===== src/verilog/riscvDefines.svh =====
`ifndef RISCV_DEFINES_SVH
`define RISCV_DEFINES_SVH

`define XLEN      32
`define PC_BITS   12
`define RESET_PC  12'd0

// Base opcodes
`define OPC_LUI     7'b0110111
`define OPC_AUIPC   7'b0010111
`define OPC_JAL     7'b1101111
`define OPC_JALR    7'b1100111
`define OPC_BRANCH  7'b1100011
`define OPC_LOAD    7'b0000011
`define OPC_STORE   7'b0100011
`define OPC_OPIMM   7'b0010011
`define OPC_OP      7'b0110011

// addi x0, x0, 0
`define NOP_INSTR   32'h0000_0013

// Branch compare codes
`define F3_BEQ   3'b000
`define F3_BNE   3'b001
`define F3_BLT   3'b100
`define F3_BGE   3'b101
`define F3_BLTU  3'b110
`define F3_BGEU  3'b111

// Load width codes, stores share the low two bits
`define F3_LB    3'b000
`define F3_LH    3'b001
`define F3_LW    3'b010
`define F3_LBU   3'b100
`define F3_LHU   3'b101

`endif


===== src/verilog/riscvPkg.sv =====
`include "riscvDefines.svh"

package riscvPkg;

   typedef logic [`XLEN-1:0] word_t;
   typedef logic [`PC_BITS-1:0] pc_t;
   typedef logic [4:0] regAddr_t;
   typedef logic [3:0] byteMask_t;

   // ALU operations
   typedef enum logic [3:0] {
      ALU_ADD,
      ALU_SUB,
      ALU_SLL,
      ALU_SLT,
      ALU_SLTU,
      ALU_XOR,
      ALU_SRL,
      ALU_SRA,
      ALU_OR,
      ALU_AND,
      ALU_PASSB
   } aluOp_t;

   // Writeback source
   typedef enum logic [1:0] {
      WB_ALU,
      WB_LOAD,
      WB_LINK
   } wbSel_t;

   // Operand source in execute
   typedef enum logic {
      FWD_REG,
      FWD_WB
   } fwdSel_t;

endpackage


===== src/verilog/dataMemIf.sv =====
`timescale 1ns/100ps

interface dataMemIf import riscvPkg::*; ();

   // Request from execute
   word_t     addr;
   word_t     wdata;
   logic [2:0] funct3;
   logic      readEn;
   logic      writeEn;

   // Lane-placed store and returned load
   byteMask_t lsuMask;
   word_t     lsuWdata;
   word_t     rdata;
   word_t     loadData;

   modport pipe (
      output addr, wdata, funct3, readEn, writeEn,
      input  loadData
   );

   modport lsu (
      input  addr, wdata, funct3, readEn, writeEn, rdata,
      output lsuMask, lsuWdata, loadData
   );

endinterface


===== src/verilog/regFile.sv =====
`timescale 1ns/100ps

module regFile import riscvPkg::*; (
   input  logic     clk,
   input  logic     rstN,
   input  regAddr_t ra1,
   input  regAddr_t ra2,
   input  regAddr_t wa,
   input  logic     we,
   input  word_t    wd,
   output word_t    rd1,
   output word_t    rd2
);

   word_t regs [32];

   always_ff @(posedge clk or negedge rstN) begin
      if (!rstN) begin
         for (int i = 0; i < 32; i++) begin
            regs[i] <= '0;
         end
      end else if (we && wa != '0) begin
         regs[wa] <= wd;
      end
   end

   // x0 is never written so it reads back zero
   assign rd1 = regs[ra1];
   assign rd2 = regs[ra2];

endmodule


===== src/verilog/alu.sv =====
`timescale 1ns/100ps

module alu import riscvPkg::*; (
   input  word_t  a,
   input  word_t  b,
   input  aluOp_t op,
   output word_t  result
);

   logic [4:0] shamt;

   assign shamt = b[4:0];

   always_comb begin
      case (op)
         ALU_ADD:   result = a + b;
         ALU_SUB:   result = a - b;
         ALU_SLL:   result = a << shamt;
         ALU_SLT:   result = word_t'($signed(a) < $signed(b));
         ALU_SLTU:  result = word_t'(a < b);
         ALU_XOR:   result = a ^ b;
         ALU_SRL:   result = a >> shamt;
         ALU_SRA:   result = $signed(a) >>> shamt;
         ALU_OR:    result = a | b;
         ALU_AND:   result = a & b;
         // LUI passes the immediate
         ALU_PASSB: result = b;
         default:   result = '0;
      endcase
   end

endmodule


===== src/verilog/decoder.sv =====
`timescale 1ns/100ps
`include "riscvDefines.svh"

module decoder import riscvPkg::*; (
   input  word_t      instr,
   output regAddr_t   rs1,
   output regAddr_t   rs2,
   output regAddr_t   rd,
   output word_t      imm,
   output aluOp_t     aluOp,
   output logic       useImm,
   output logic       usePc,
   output logic       regWrite,
   output logic       isBranch,
   output logic       isJal,
   output logic       isJalr,
   output logic       memRead,
   output logic       memWrite,
   output wbSel_t     wbSel,
   output logic [2:0] funct3
);

   logic [6:0] opcode;
   logic       alt;
   logic       supported;
   word_t      immI, immS, immB, immU, immJ;

   // Shared by OP and OP-IMM
   // alt selects SUB or SRA
   function automatic aluOp_t opFromFunct3(input logic [2:0] f3, input logic altSel);
      case (f3)
         3'b000:  return altSel ? ALU_SUB : ALU_ADD;
         3'b001:  return ALU_SLL;
         3'b010:  return ALU_SLT;
         3'b011:  return ALU_SLTU;
         3'b100:  return ALU_XOR;
         3'b101:  return altSel ? ALU_SRA : ALU_SRL;
         3'b110:  return ALU_OR;
         default: return ALU_AND;
      endcase
   endfunction

   assign opcode = instr[6:0];
   assign rd     = instr[11:7];
   assign funct3 = instr[14:12];
   assign rs1    = instr[19:15];
   assign rs2    = instr[24:20];
   assign alt    = instr[30];

   assign immI = {{20{instr[31]}}, instr[31:20]};
   assign immS = {{20{instr[31]}}, instr[31:25], instr[11:7]};
   assign immB = {{19{instr[31]}}, instr[31], instr[7], instr[30:25], instr[11:8], 1'b0};
   assign immU = {instr[31:12], 12'b0};
   assign immJ = {{11{instr[31]}}, instr[31], instr[19:12], instr[20], instr[30:21], 1'b0};

   // Opcodes the core implements
   assign supported = opcode inside {`OPC_LUI, `OPC_AUIPC, `OPC_JAL, `OPC_JALR, `OPC_BRANCH,
                                     `OPC_LOAD, `OPC_STORE, `OPC_OPIMM, `OPC_OP};

   always_comb begin
      // Defaults decode as a NOP
      imm       = immI;
      aluOp     = ALU_ADD;
      useImm    = 1'b0;
      usePc     = 1'b0;
      regWrite  = 1'b0;
      isBranch  = 1'b0;
      isJal     = 1'b0;
      isJalr    = 1'b0;
      memRead   = 1'b0;
      memWrite  = 1'b0;
      wbSel     = WB_ALU;
      case (opcode)
         `OPC_LUI: begin
            imm      = immU;
            aluOp    = ALU_PASSB;
            useImm   = 1'b1;
            regWrite = 1'b1;
         end
         `OPC_AUIPC: begin
            imm      = immU;
            usePc    = 1'b1;
            useImm   = 1'b1;
            regWrite = 1'b1;
         end
         // ALU forms the jump or branch target
         `OPC_JAL: begin
            imm      = immJ;
            usePc    = 1'b1;
            useImm   = 1'b1;
            isJal    = 1'b1;
            regWrite = 1'b1;
            wbSel    = WB_LINK;
         end
         `OPC_JALR: begin
            useImm   = 1'b1;
            isJalr   = 1'b1;
            regWrite = 1'b1;
            wbSel    = WB_LINK;
         end
         `OPC_BRANCH: begin
            imm      = immB;
            usePc    = 1'b1;
            useImm   = 1'b1;
            isBranch = 1'b1;
         end
         `OPC_LOAD: begin
            useImm   = 1'b1;
            memRead  = 1'b1;
            regWrite = 1'b1;
            wbSel    = WB_LOAD;
         end
         `OPC_STORE: begin
            imm      = immS;
            useImm   = 1'b1;
            memWrite = 1'b1;
         end
         `OPC_OPIMM: begin
            useImm   = 1'b1;
            regWrite = 1'b1;
            aluOp    = opFromFunct3(funct3, alt && funct3 == 3'b101);
         end
         `OPC_OP: begin
            regWrite = 1'b1;
            aluOp    = opFromFunct3(funct3, alt);
         end
         default: ;
      endcase
   end

   // Unknown opcodes must not touch architectural state
   always_comb begin
      if (!supported) begin
         assert (!regWrite && !memWrite)
            else $error("unsupported opcode %h writes state", opcode);
      end
   end

endmodule


===== src/verilog/hazardUnit.sv =====
`timescale 1ns/100ps

module hazardUnit import riscvPkg::*; (
   input  regAddr_t rs1X,
   input  regAddr_t rs2X,
   input  regAddr_t rdW,
   input  logic     regWriteW,
   input  logic     redirect,
   output fwdSel_t  fwdA,
   output fwdSel_t  fwdB,
   output logic     squash
);

   logic wbLive;

   // Writeback holds a result bound for a real register
   assign wbLive = regWriteW && rdW != '0;

   always_comb begin
      fwdA = FWD_REG;
      fwdB = FWD_REG;
      if (wbLive && rdW == rs1X) begin
         fwdA = FWD_WB;
      end
      if (wbLive && rdW == rs2X) begin
         fwdB = FWD_WB;
      end
   end

   // Instruction fetched behind a redirect becomes a bubble
   assign squash = redirect;

endmodule


===== src/verilog/loadStoreUnit.sv =====
`timescale 1ns/100ps
`include "riscvDefines.svh"

module loadStoreUnit import riscvPkg::*; (
   input logic clk,
   input logic rstN,
   input logic stall,
   dataMemIf.lsu mem
);

   logic [1:0] offset;
   logic [1:0] offsetQ;
   logic [2:0] funct3Q;
   byteMask_t  mask;
   word_t      shifted;

   assign offset = mem.addr[1:0];

   // Store lanes
   always_comb begin
      case (mem.funct3[1:0])
         2'b00:   mask = byteMask_t'(4'b0001 << offset);
         2'b01:   mask = byteMask_t'(4'b0011 << {offset[1], 1'b0});
         default: mask = 4'b1111;
      endcase
   end

   assign mem.lsuMask  = mem.writeEn ? mask : '0;
   assign mem.lsuWdata = mem.wdata << {offset, 3'b000};

   // Load format is needed one cycle after the request
   always_ff @(posedge clk or negedge rstN) begin
      if (!rstN) begin
         offsetQ <= '0;
         funct3Q <= '0;
      end else if (!stall) begin
         offsetQ <= offset;
         funct3Q <= mem.funct3;
      end
   end

   assign shifted = mem.rdata >> {offsetQ, 3'b000};

   always_comb begin
      case (funct3Q)
         `F3_LB:  mem.loadData = {{24{shifted[7]}}, shifted[7:0]};
         `F3_LH:  mem.loadData = {{16{shifted[15]}}, shifted[15:0]};
         `F3_LBU: mem.loadData = {24'b0, shifted[7:0]};
         `F3_LHU: mem.loadData = {16'b0, shifted[15:0]};
         default: mem.loadData = shifted;
      endcase
   end

   assert property (@(posedge clk) disable iff (!rstN)
      (mem.readEn || mem.writeEn) && mem.funct3[1:0] == 2'b01 |-> !offset[0])
      else $error("misaligned halfword access at %h", mem.addr);

   assert property (@(posedge clk) disable iff (!rstN)
      (mem.readEn || mem.writeEn) && mem.funct3[1:0] == 2'b10 |-> offset == 2'b00)
      else $error("misaligned word access at %h", mem.addr);

endmodule


===== src/verilog/riscvPipeline.sv =====
`timescale 1ns/100ps
`include "riscvDefines.svh"

module riscvPipeline import riscvPkg::*; (
   input  logic  clk,
   input  logic  rstN,
   input  logic  stall,
   output pc_t   icacheAddr,
   output logic  icacheRe,
   input  word_t instruction,
   dataMemIf.pipe mem
);

   pc_t        pc, pcX, target;
   logic       runQ, validX, advance, redirect, taken, squash;
   word_t      instrX, rd1, rd2, rs1Val, rs2Val, opA, opB, aluResult, wbValue;
   regAddr_t   rs1, rs2, rd;
   word_t      imm;
   aluOp_t     aluOp;
   logic       useImm, usePc, regWrite, isBranch, isJal, isJalr, memRead, memWrite;
   wbSel_t     wbSel;
   logic [2:0] funct3;
   fwdSel_t    fwdA, fwdB;

   // Writeback stage
   logic       regWriteW;
   regAddr_t   rdW;
   wbSel_t     wbSelW;
   word_t      aluW, linkW;

   // First fetch waits one cycle after reset
   always_ff @(posedge clk or negedge rstN) begin
      if (!rstN) begin
         runQ <= 1'b0;
      end else begin
         runQ <= 1'b1;
      end
   end

   assign advance    = runQ && !stall;
   assign icacheAddr = pc;
   assign icacheRe   = advance;

   always_ff @(posedge clk or negedge rstN) begin
      if (!rstN) begin
         pc     <= `RESET_PC;
         pcX    <= `RESET_PC;
         validX <= 1'b0;
      end else if (advance) begin
         pc     <= redirect ? target : pc + pc_t'(4);
         pcX    <= pc;
         validX <= !squash;
      end
   end

   // Instruction memory answers one cycle after the fetch
   assign instrX = validX ? instruction : `NOP_INSTR;

   decoder u_decoder (
      .instr(instrX), .rs1(rs1), .rs2(rs2), .rd(rd), .imm(imm), .aluOp(aluOp),
      .useImm(useImm), .usePc(usePc), .regWrite(regWrite), .isBranch(isBranch),
      .isJal(isJal), .isJalr(isJalr), .memRead(memRead), .memWrite(memWrite),
      .wbSel(wbSel), .funct3(funct3)
   );

   regFile u_regFile (
      .clk(clk), .rstN(rstN), .ra1(rs1), .ra2(rs2), .wa(rdW), .we(regWriteW),
      .wd(wbValue), .rd1(rd1), .rd2(rd2)
   );

   hazardUnit u_hazardUnit (
      .rs1X(rs1), .rs2X(rs2), .rdW(rdW), .regWriteW(regWriteW), .redirect(redirect),
      .fwdA(fwdA), .fwdB(fwdB), .squash(squash)
   );

   // Operand selection
   assign rs1Val = (fwdA == FWD_WB) ? wbValue : rd1;
   assign rs2Val = (fwdB == FWD_WB) ? wbValue : rd2;
   assign opA    = usePc ? word_t'(pcX) : rs1Val;
   assign opB    = useImm ? imm : rs2Val;

   alu u_alu (.a(opA), .b(opB), .op(aluOp), .result(aluResult));

   always_comb begin
      case (funct3)
         `F3_BEQ:  taken = rs1Val == rs2Val;
         `F3_BNE:  taken = rs1Val != rs2Val;
         `F3_BLT:  taken = $signed(rs1Val) < $signed(rs2Val);
         `F3_BGE:  taken = $signed(rs1Val) >= $signed(rs2Val);
         `F3_BLTU: taken = rs1Val < rs2Val;
         `F3_BGEU: taken = rs1Val >= rs2Val;
         default:  taken = 1'b0;
      endcase
   end

   assign redirect = isJal || isJalr || (isBranch && taken);
   // JALR clears bit 0 of the sum
   assign target   = isJalr ? (aluResult[`PC_BITS-1:0] & ~pc_t'(1))
                            : aluResult[`PC_BITS-1:0];

   // Data memory request, held off while stalled
   assign mem.addr    = aluResult;
   assign mem.wdata   = rs2Val;
   assign mem.funct3  = funct3;
   assign mem.readEn  = memRead && advance;
   assign mem.writeEn = memWrite && advance;

   always_ff @(posedge clk or negedge rstN) begin
      if (!rstN) begin
         regWriteW <= 1'b0;
         rdW       <= '0;
         wbSelW    <= WB_ALU;
      end else if (advance) begin
         regWriteW <= regWrite;
         rdW       <= rd;
         wbSelW    <= wbSel;
      end
   end

   always_ff @(posedge clk) begin
      if (advance) begin
         aluW  <= aluResult;
         linkW <= word_t'(pcX + pc_t'(4));
      end
   end

   always_comb begin
      case (wbSelW)
         WB_LOAD: wbValue = mem.loadData;
         WB_LINK: wbValue = linkW;
         default: wbValue = aluW;
      endcase
   end

   assert property (@(posedge clk) disable iff (!rstN) pc[1:0] == 2'b00)
      else $error("fetch address %h not word aligned", pc);

endmodule


===== src/verilog/riscvCore.sv =====
`timescale 1ns/100ps

module riscvCore import riscvPkg::*; (
   input  logic      clk,
   input  logic      rstN,
   input  logic      stall,
   output pc_t       icacheAddr,
   output logic      icacheRe,
   input  word_t     instruction,
   output word_t     dcacheAddr,
   output byteMask_t dcacheWe,
   output logic      dcacheRe,
   output word_t     dcacheDin,
   input  word_t     dcacheDout
);

   dataMemIf memIf ();

   riscvPipeline u_pipeline (
      .clk(clk),
      .rstN(rstN),
      .stall(stall),
      .icacheAddr(icacheAddr),
      .icacheRe(icacheRe),
      .instruction(instruction),
      .mem(memIf.pipe)
   );

   loadStoreUnit u_loadStoreUnit (
      .clk(clk),
      .rstN(rstN),
      .stall(stall),
      .mem(memIf.lsu)
   );

   // Data memory port
   assign dcacheAddr  = memIf.addr;
   assign dcacheRe    = memIf.readEn;
   assign dcacheWe    = memIf.lsuMask;
   assign dcacheDin   = memIf.lsuWdata;
   assign memIf.rdata = dcacheDout;

endmodule


===== config.mk =====
export PLATFORM = sky130hd
export DESIGN_NAME = riscvCore
export DESIGN_NICKNAME = d
export VERILOG_FILES = /design/src/verilog/riscvPkg.sv /design/src/verilog/dataMemIf.sv /design/src/verilog/regFile.sv /design/src/verilog/alu.sv /design/src/verilog/decoder.sv /design/src/verilog/hazardUnit.sv /design/src/verilog/loadStoreUnit.sv /design/src/verilog/riscvPipeline.sv /design/src/verilog/riscvCore.sv
export VERILOG_INCLUDE_DIRS = /design/src /design/src/verilog
export SDC_FILE = /design/constraint.sdc
export NUM_CORES = 2
export LEC_CHECK = 0
export ABC_AREA = 1
export CAP_MARGIN = 20
export CORE_MARGIN = 1.5
export CORE_UTILIZATION = 50
export CTS_CLUSTER_SIZE = 8
export DETAILED_ROUTE_END_ITERATION = 6
export DONT_BUFFER_PORTS = 1
export PLACE_DENSITY = 0.66
export SYNTH_ARGS = -nofsm -noshare
export SYNTH_HDL_FRONTEND = slang
export SYNTH_SLANG_ARGS = --single-unit
export TNS_END_PERCENT = 10

===== constraint.sdc =====
create_clock -name clk -period 8.9 [get_ports clk]
set_input_delay 1.335 -clock clk [delete_from_list [all_inputs] [get_ports clk]]
set_output_delay 1.335 -clock clk [all_outputs]
set_load 0.05 [all_outputs]

==> flow_summary.toml <==
[sta]
final_max_slew_viol_count = 51
setup_viol = 0
finalCritPeriodShare = 0.992
fin_crit_ns = 8.83
worst_pin_slew_ns = 1.54
skew_ns = 0.0601
slew_headroom = -0.0267
rsz0062_at_grt = "yes"
fmaxAchievable_mhz = 113
holdWs_ns = 0.201
finalHoldViolCount = 0

[critical_path]
cp_max_fo = 28
critPathMaxStageDelay_ns = 0.61
crit_top_cell = "o21ai_0"
critPathTopFamily = "compound AO/OA/AOI/OAI gates"
cp-start-kind = "flop"
worstSetupPathType = "reg2out"
cp_num_buf_inv = 5
cp_slowest_cell = "dfrtp_4"
critPathArrivalTime_ns = 7.50
worstSetupEndpointType = "output pin"
worstPathRequired_ns = 7.57

[pwr]
p_leak_nw = 38.6
p_sw_mw = 13.6
peakVddDrop_mv = 0.535
p_total_mw = 28.1
p_seq_frac = 0.294
p_int_mw = 14.5
comb_power_share = 0.504
cellPowerDensity_nw_per_um2 = 350
clock_power_share = 0.202
p_sw_frac = 0.485

[synthesis]
synthMuxAreaShare = 0.00344
synth_xor_area_frac = 0.00553
synth_warnings = 0
seq_area_frac_synth = 0.384
synth-adder-area-share = 0.0234
synthSimpleGateAreaFrac = 0.290
synth_edf_count = 45
synthArstFlopShare = 0.959
synth_nets = 10811
synth_top_family_by_area = "simple AND/OR/NAND/NOR gates"
syn_area_um2 = 72800
synth_top_area_frac = 0.365
postSynthAreaPerCell_um2 = 6.86
yosysUniqueCellTypes = 60
synth-compound-area-share = 0.199
synth_ff_type = "dfrtp_1"
synthesis.instances = 10609
synth_area_leaders = "dfrtp_1 37%, nand2_1 15%, o21ai_0 11%, nand3_1 11%, inv_1 3.9%"
synth.largest_area_cell = "dfrtp_1"
ys_ff_latch = 1108

[grt]
grt.overflow.total = 0
met3_usage = 0.106
grt_use_met1 = 0.618
grt_pass1_wl_mm = 493
grt_pass1_vias = 72790
track_usage = 0.447
antenna_found_initial = 17
busiest_layer = "met2"
grt_use_met2 = 0.632
grt_start_max_net_pins = 247

[route]
routed_wl_mm = 338
num_vias = 78997
drt_pass1_iterations = 6
first_iter_violations = 12800
ant_nets = 0
viasPerCell = 6.47
wl_per_cell_um = 27.7
drc_errors = 0

[clock_network]
numCtsBuffers = 158
cts-root-buf = "clkbuf_16"
clk_path_buf_depth = 3
cts_htree_levels = 4
cts_tree = "done"
insertion_delay_ns = 0.83
clock-sinks = 1108
path_clk_slew_ns = 0.05

[layout]
final_common_cell = "nand2_1"
fin_nets = 10476
finish.utilization = 0.557
syn2layout_area_growth_pct = 10.2
layout_common_cells = "2989 x nand2_1, 1580 x o21ai_0, 1567 x nand3_1, 1062 x dfrtp_1, 750 x inv_1"
drive_gt1_frac = 0.0724
fill_cells = 13925
design_area_um2 = 80200

[die]
start_util = 0.506
rows = 139
io_pins = 149
coreArea_um2 = 144000
dieArea_um2 = 148000
die_w_um = 385
die_h_um = 385

[place]
place_congestion = 1.03
port-buffer-count = 0
dp_hpwl_mm = 216
placement.cell_area_um2 = 75500

[min_path]
hp-class = "in2async"

[status]
status = "finished with violations"
violations = "slew limit"

[flow_run]
drv_cap = 0
==> final timing paths <==
check | start | endpoint | slack [ns] | cells after the start
min in group clk | u_pipeline.u_regFile.regs[992] | u_pipeline.u_regFile.regs[992] | 0.40 | 0
max in group asynchronous | rstN | u_pipeline.u_regFile.regs[856] | 5.80 | 4
min | rstN | u_pipeline.u_regFile.regs[575] | 0.20 | 0
max reg2reg | u_pipeline.validX | u_pipeline.aluW[29] | 1.92 | 28
max | u_pipeline.validX | dcacheAddr[29] | 0.07 | 28
min reg2reg | u_pipeline.u_regFile.regs[992] | u_pipeline.u_regFile.regs[992] | 0.40 | 0
==> power groups by stage <==
stage | registers (mW) | logic, mW | clock network [mW]
CTS | 8.18 | 13.7 | 5.70
global route | 8.43 | 15.2 | 5.90
floorplan | 7.88 | 8.77 | 0
finish | 8.25 | 14.1 | 5.67
detailed placement | 8.24 | 13.6 | 0
global placement | 8.18 | 13.6 | 0
==> layout make-up <==
| type | instances | area (um2) | share of cell area |
|---|---|---|---|
| flip-flops and latches | 1108 | 28000 | 0.348 |
| multi-input cells | 7803 | 38300 | 0.478 |
| repair buffers | 402 | 4070 | 0.0507 |
| well taps | 1903 | 2380 | 0.0297 |
| clock inverters | 15 | 348 | 0.00433 |
| clock buffers | 170 | 4080 | 0.0509 |
| diodes | 3 | 7.51 | 0.0000935 |
| inverters | 801 | 3060 | 0.0382 |
==> sequential cells by signal (all words and copies together) (netlist names) <==
register,flops
u_pipeline.u_regFile.regs,1024
u_pipeline.aluW,32
u_pipeline.linkW,13
u_pipeline.icacheAddr,12
u_pipeline.pcX,12
u_pipeline.rdW,5
u_loadStoreUnit.funct3Q,3
u_loadStoreUnit.offsetQ,2
u_pipeline.wbSelW,2
u_pipeline.regWriteW,1
u_pipeline.runQ,1
u_pipeline.validX,1
==> synth_stat cells (27+ instances only) <==
cell      instances
edfxtp_1         45
buf_4            27
nand3_1        1567
nand2_1        2995
a221oi_1         58
a21oi_1         433
nor3_1           42
inv_1           761
o21ai_0        1594
dfrtp_1        1063
buf_2           291
nor2_1          305
o311ai_0         55
o211ai_1        284
ha_1            133
xor2_1           43
o22ai_1          28
clkbuf_1        493
buf_1            80
==> kinds of logic (layout without fill, tap and decap cells) <==
| family | after synthesis | in the layout |
|---|---|---|
| other cells | 1 | 4 |
| mux | 25 | 25 |
| flops | 1108 | 1108 |
| buf+inv | 1698 | 1388 |
| simple gates | 5009 | 5009 |
| compound gates | 2587 | 2587 |
| fa+ha+maj | 135 | 135 |
| xor+xnor | 46 | 46 |
==> worst register-to-register path: cells and delay by family (launching register included) <==
family                     cells  cell delay [ns]
buffers and inverters          5             1.19
DFF                            1             0.61
and+or+nand+nor               10             2.08
adders and majority gates      1             0.34
AOI/OAI and AO/OA             12             2.49
==> layer usage <==
layer	vias up	share of wire
met2	5635	0.41
met1	37504	0.40
met3	1052	0.13
met4	6	0.067
met5	-	0.00012
li1	34800	-
==> what timing repair did <==
action                                  CTS  global route
gates cloned                              0             1
buffers inserted                          4             1
gates resized for setup                   2            31
pin swaps                                 0             1
endpoints found under the setup margin   39            43
hold buffers                              0             0
==> metrics by stage <==
stage | cells | setup WS (ns) | TNS [ns]
floorplan | 10609 | 0.499 | 0
global placement | 12003 | 0.154 | 0
detailed placement | 12006 | 0.138 | 0
CTS | 12195 | 0.0491 | 0
global route | 12204 | -0.0637 | -0.335
finish | 12205 | 0.0668 | 0
(Power assumes the default switching activity.)
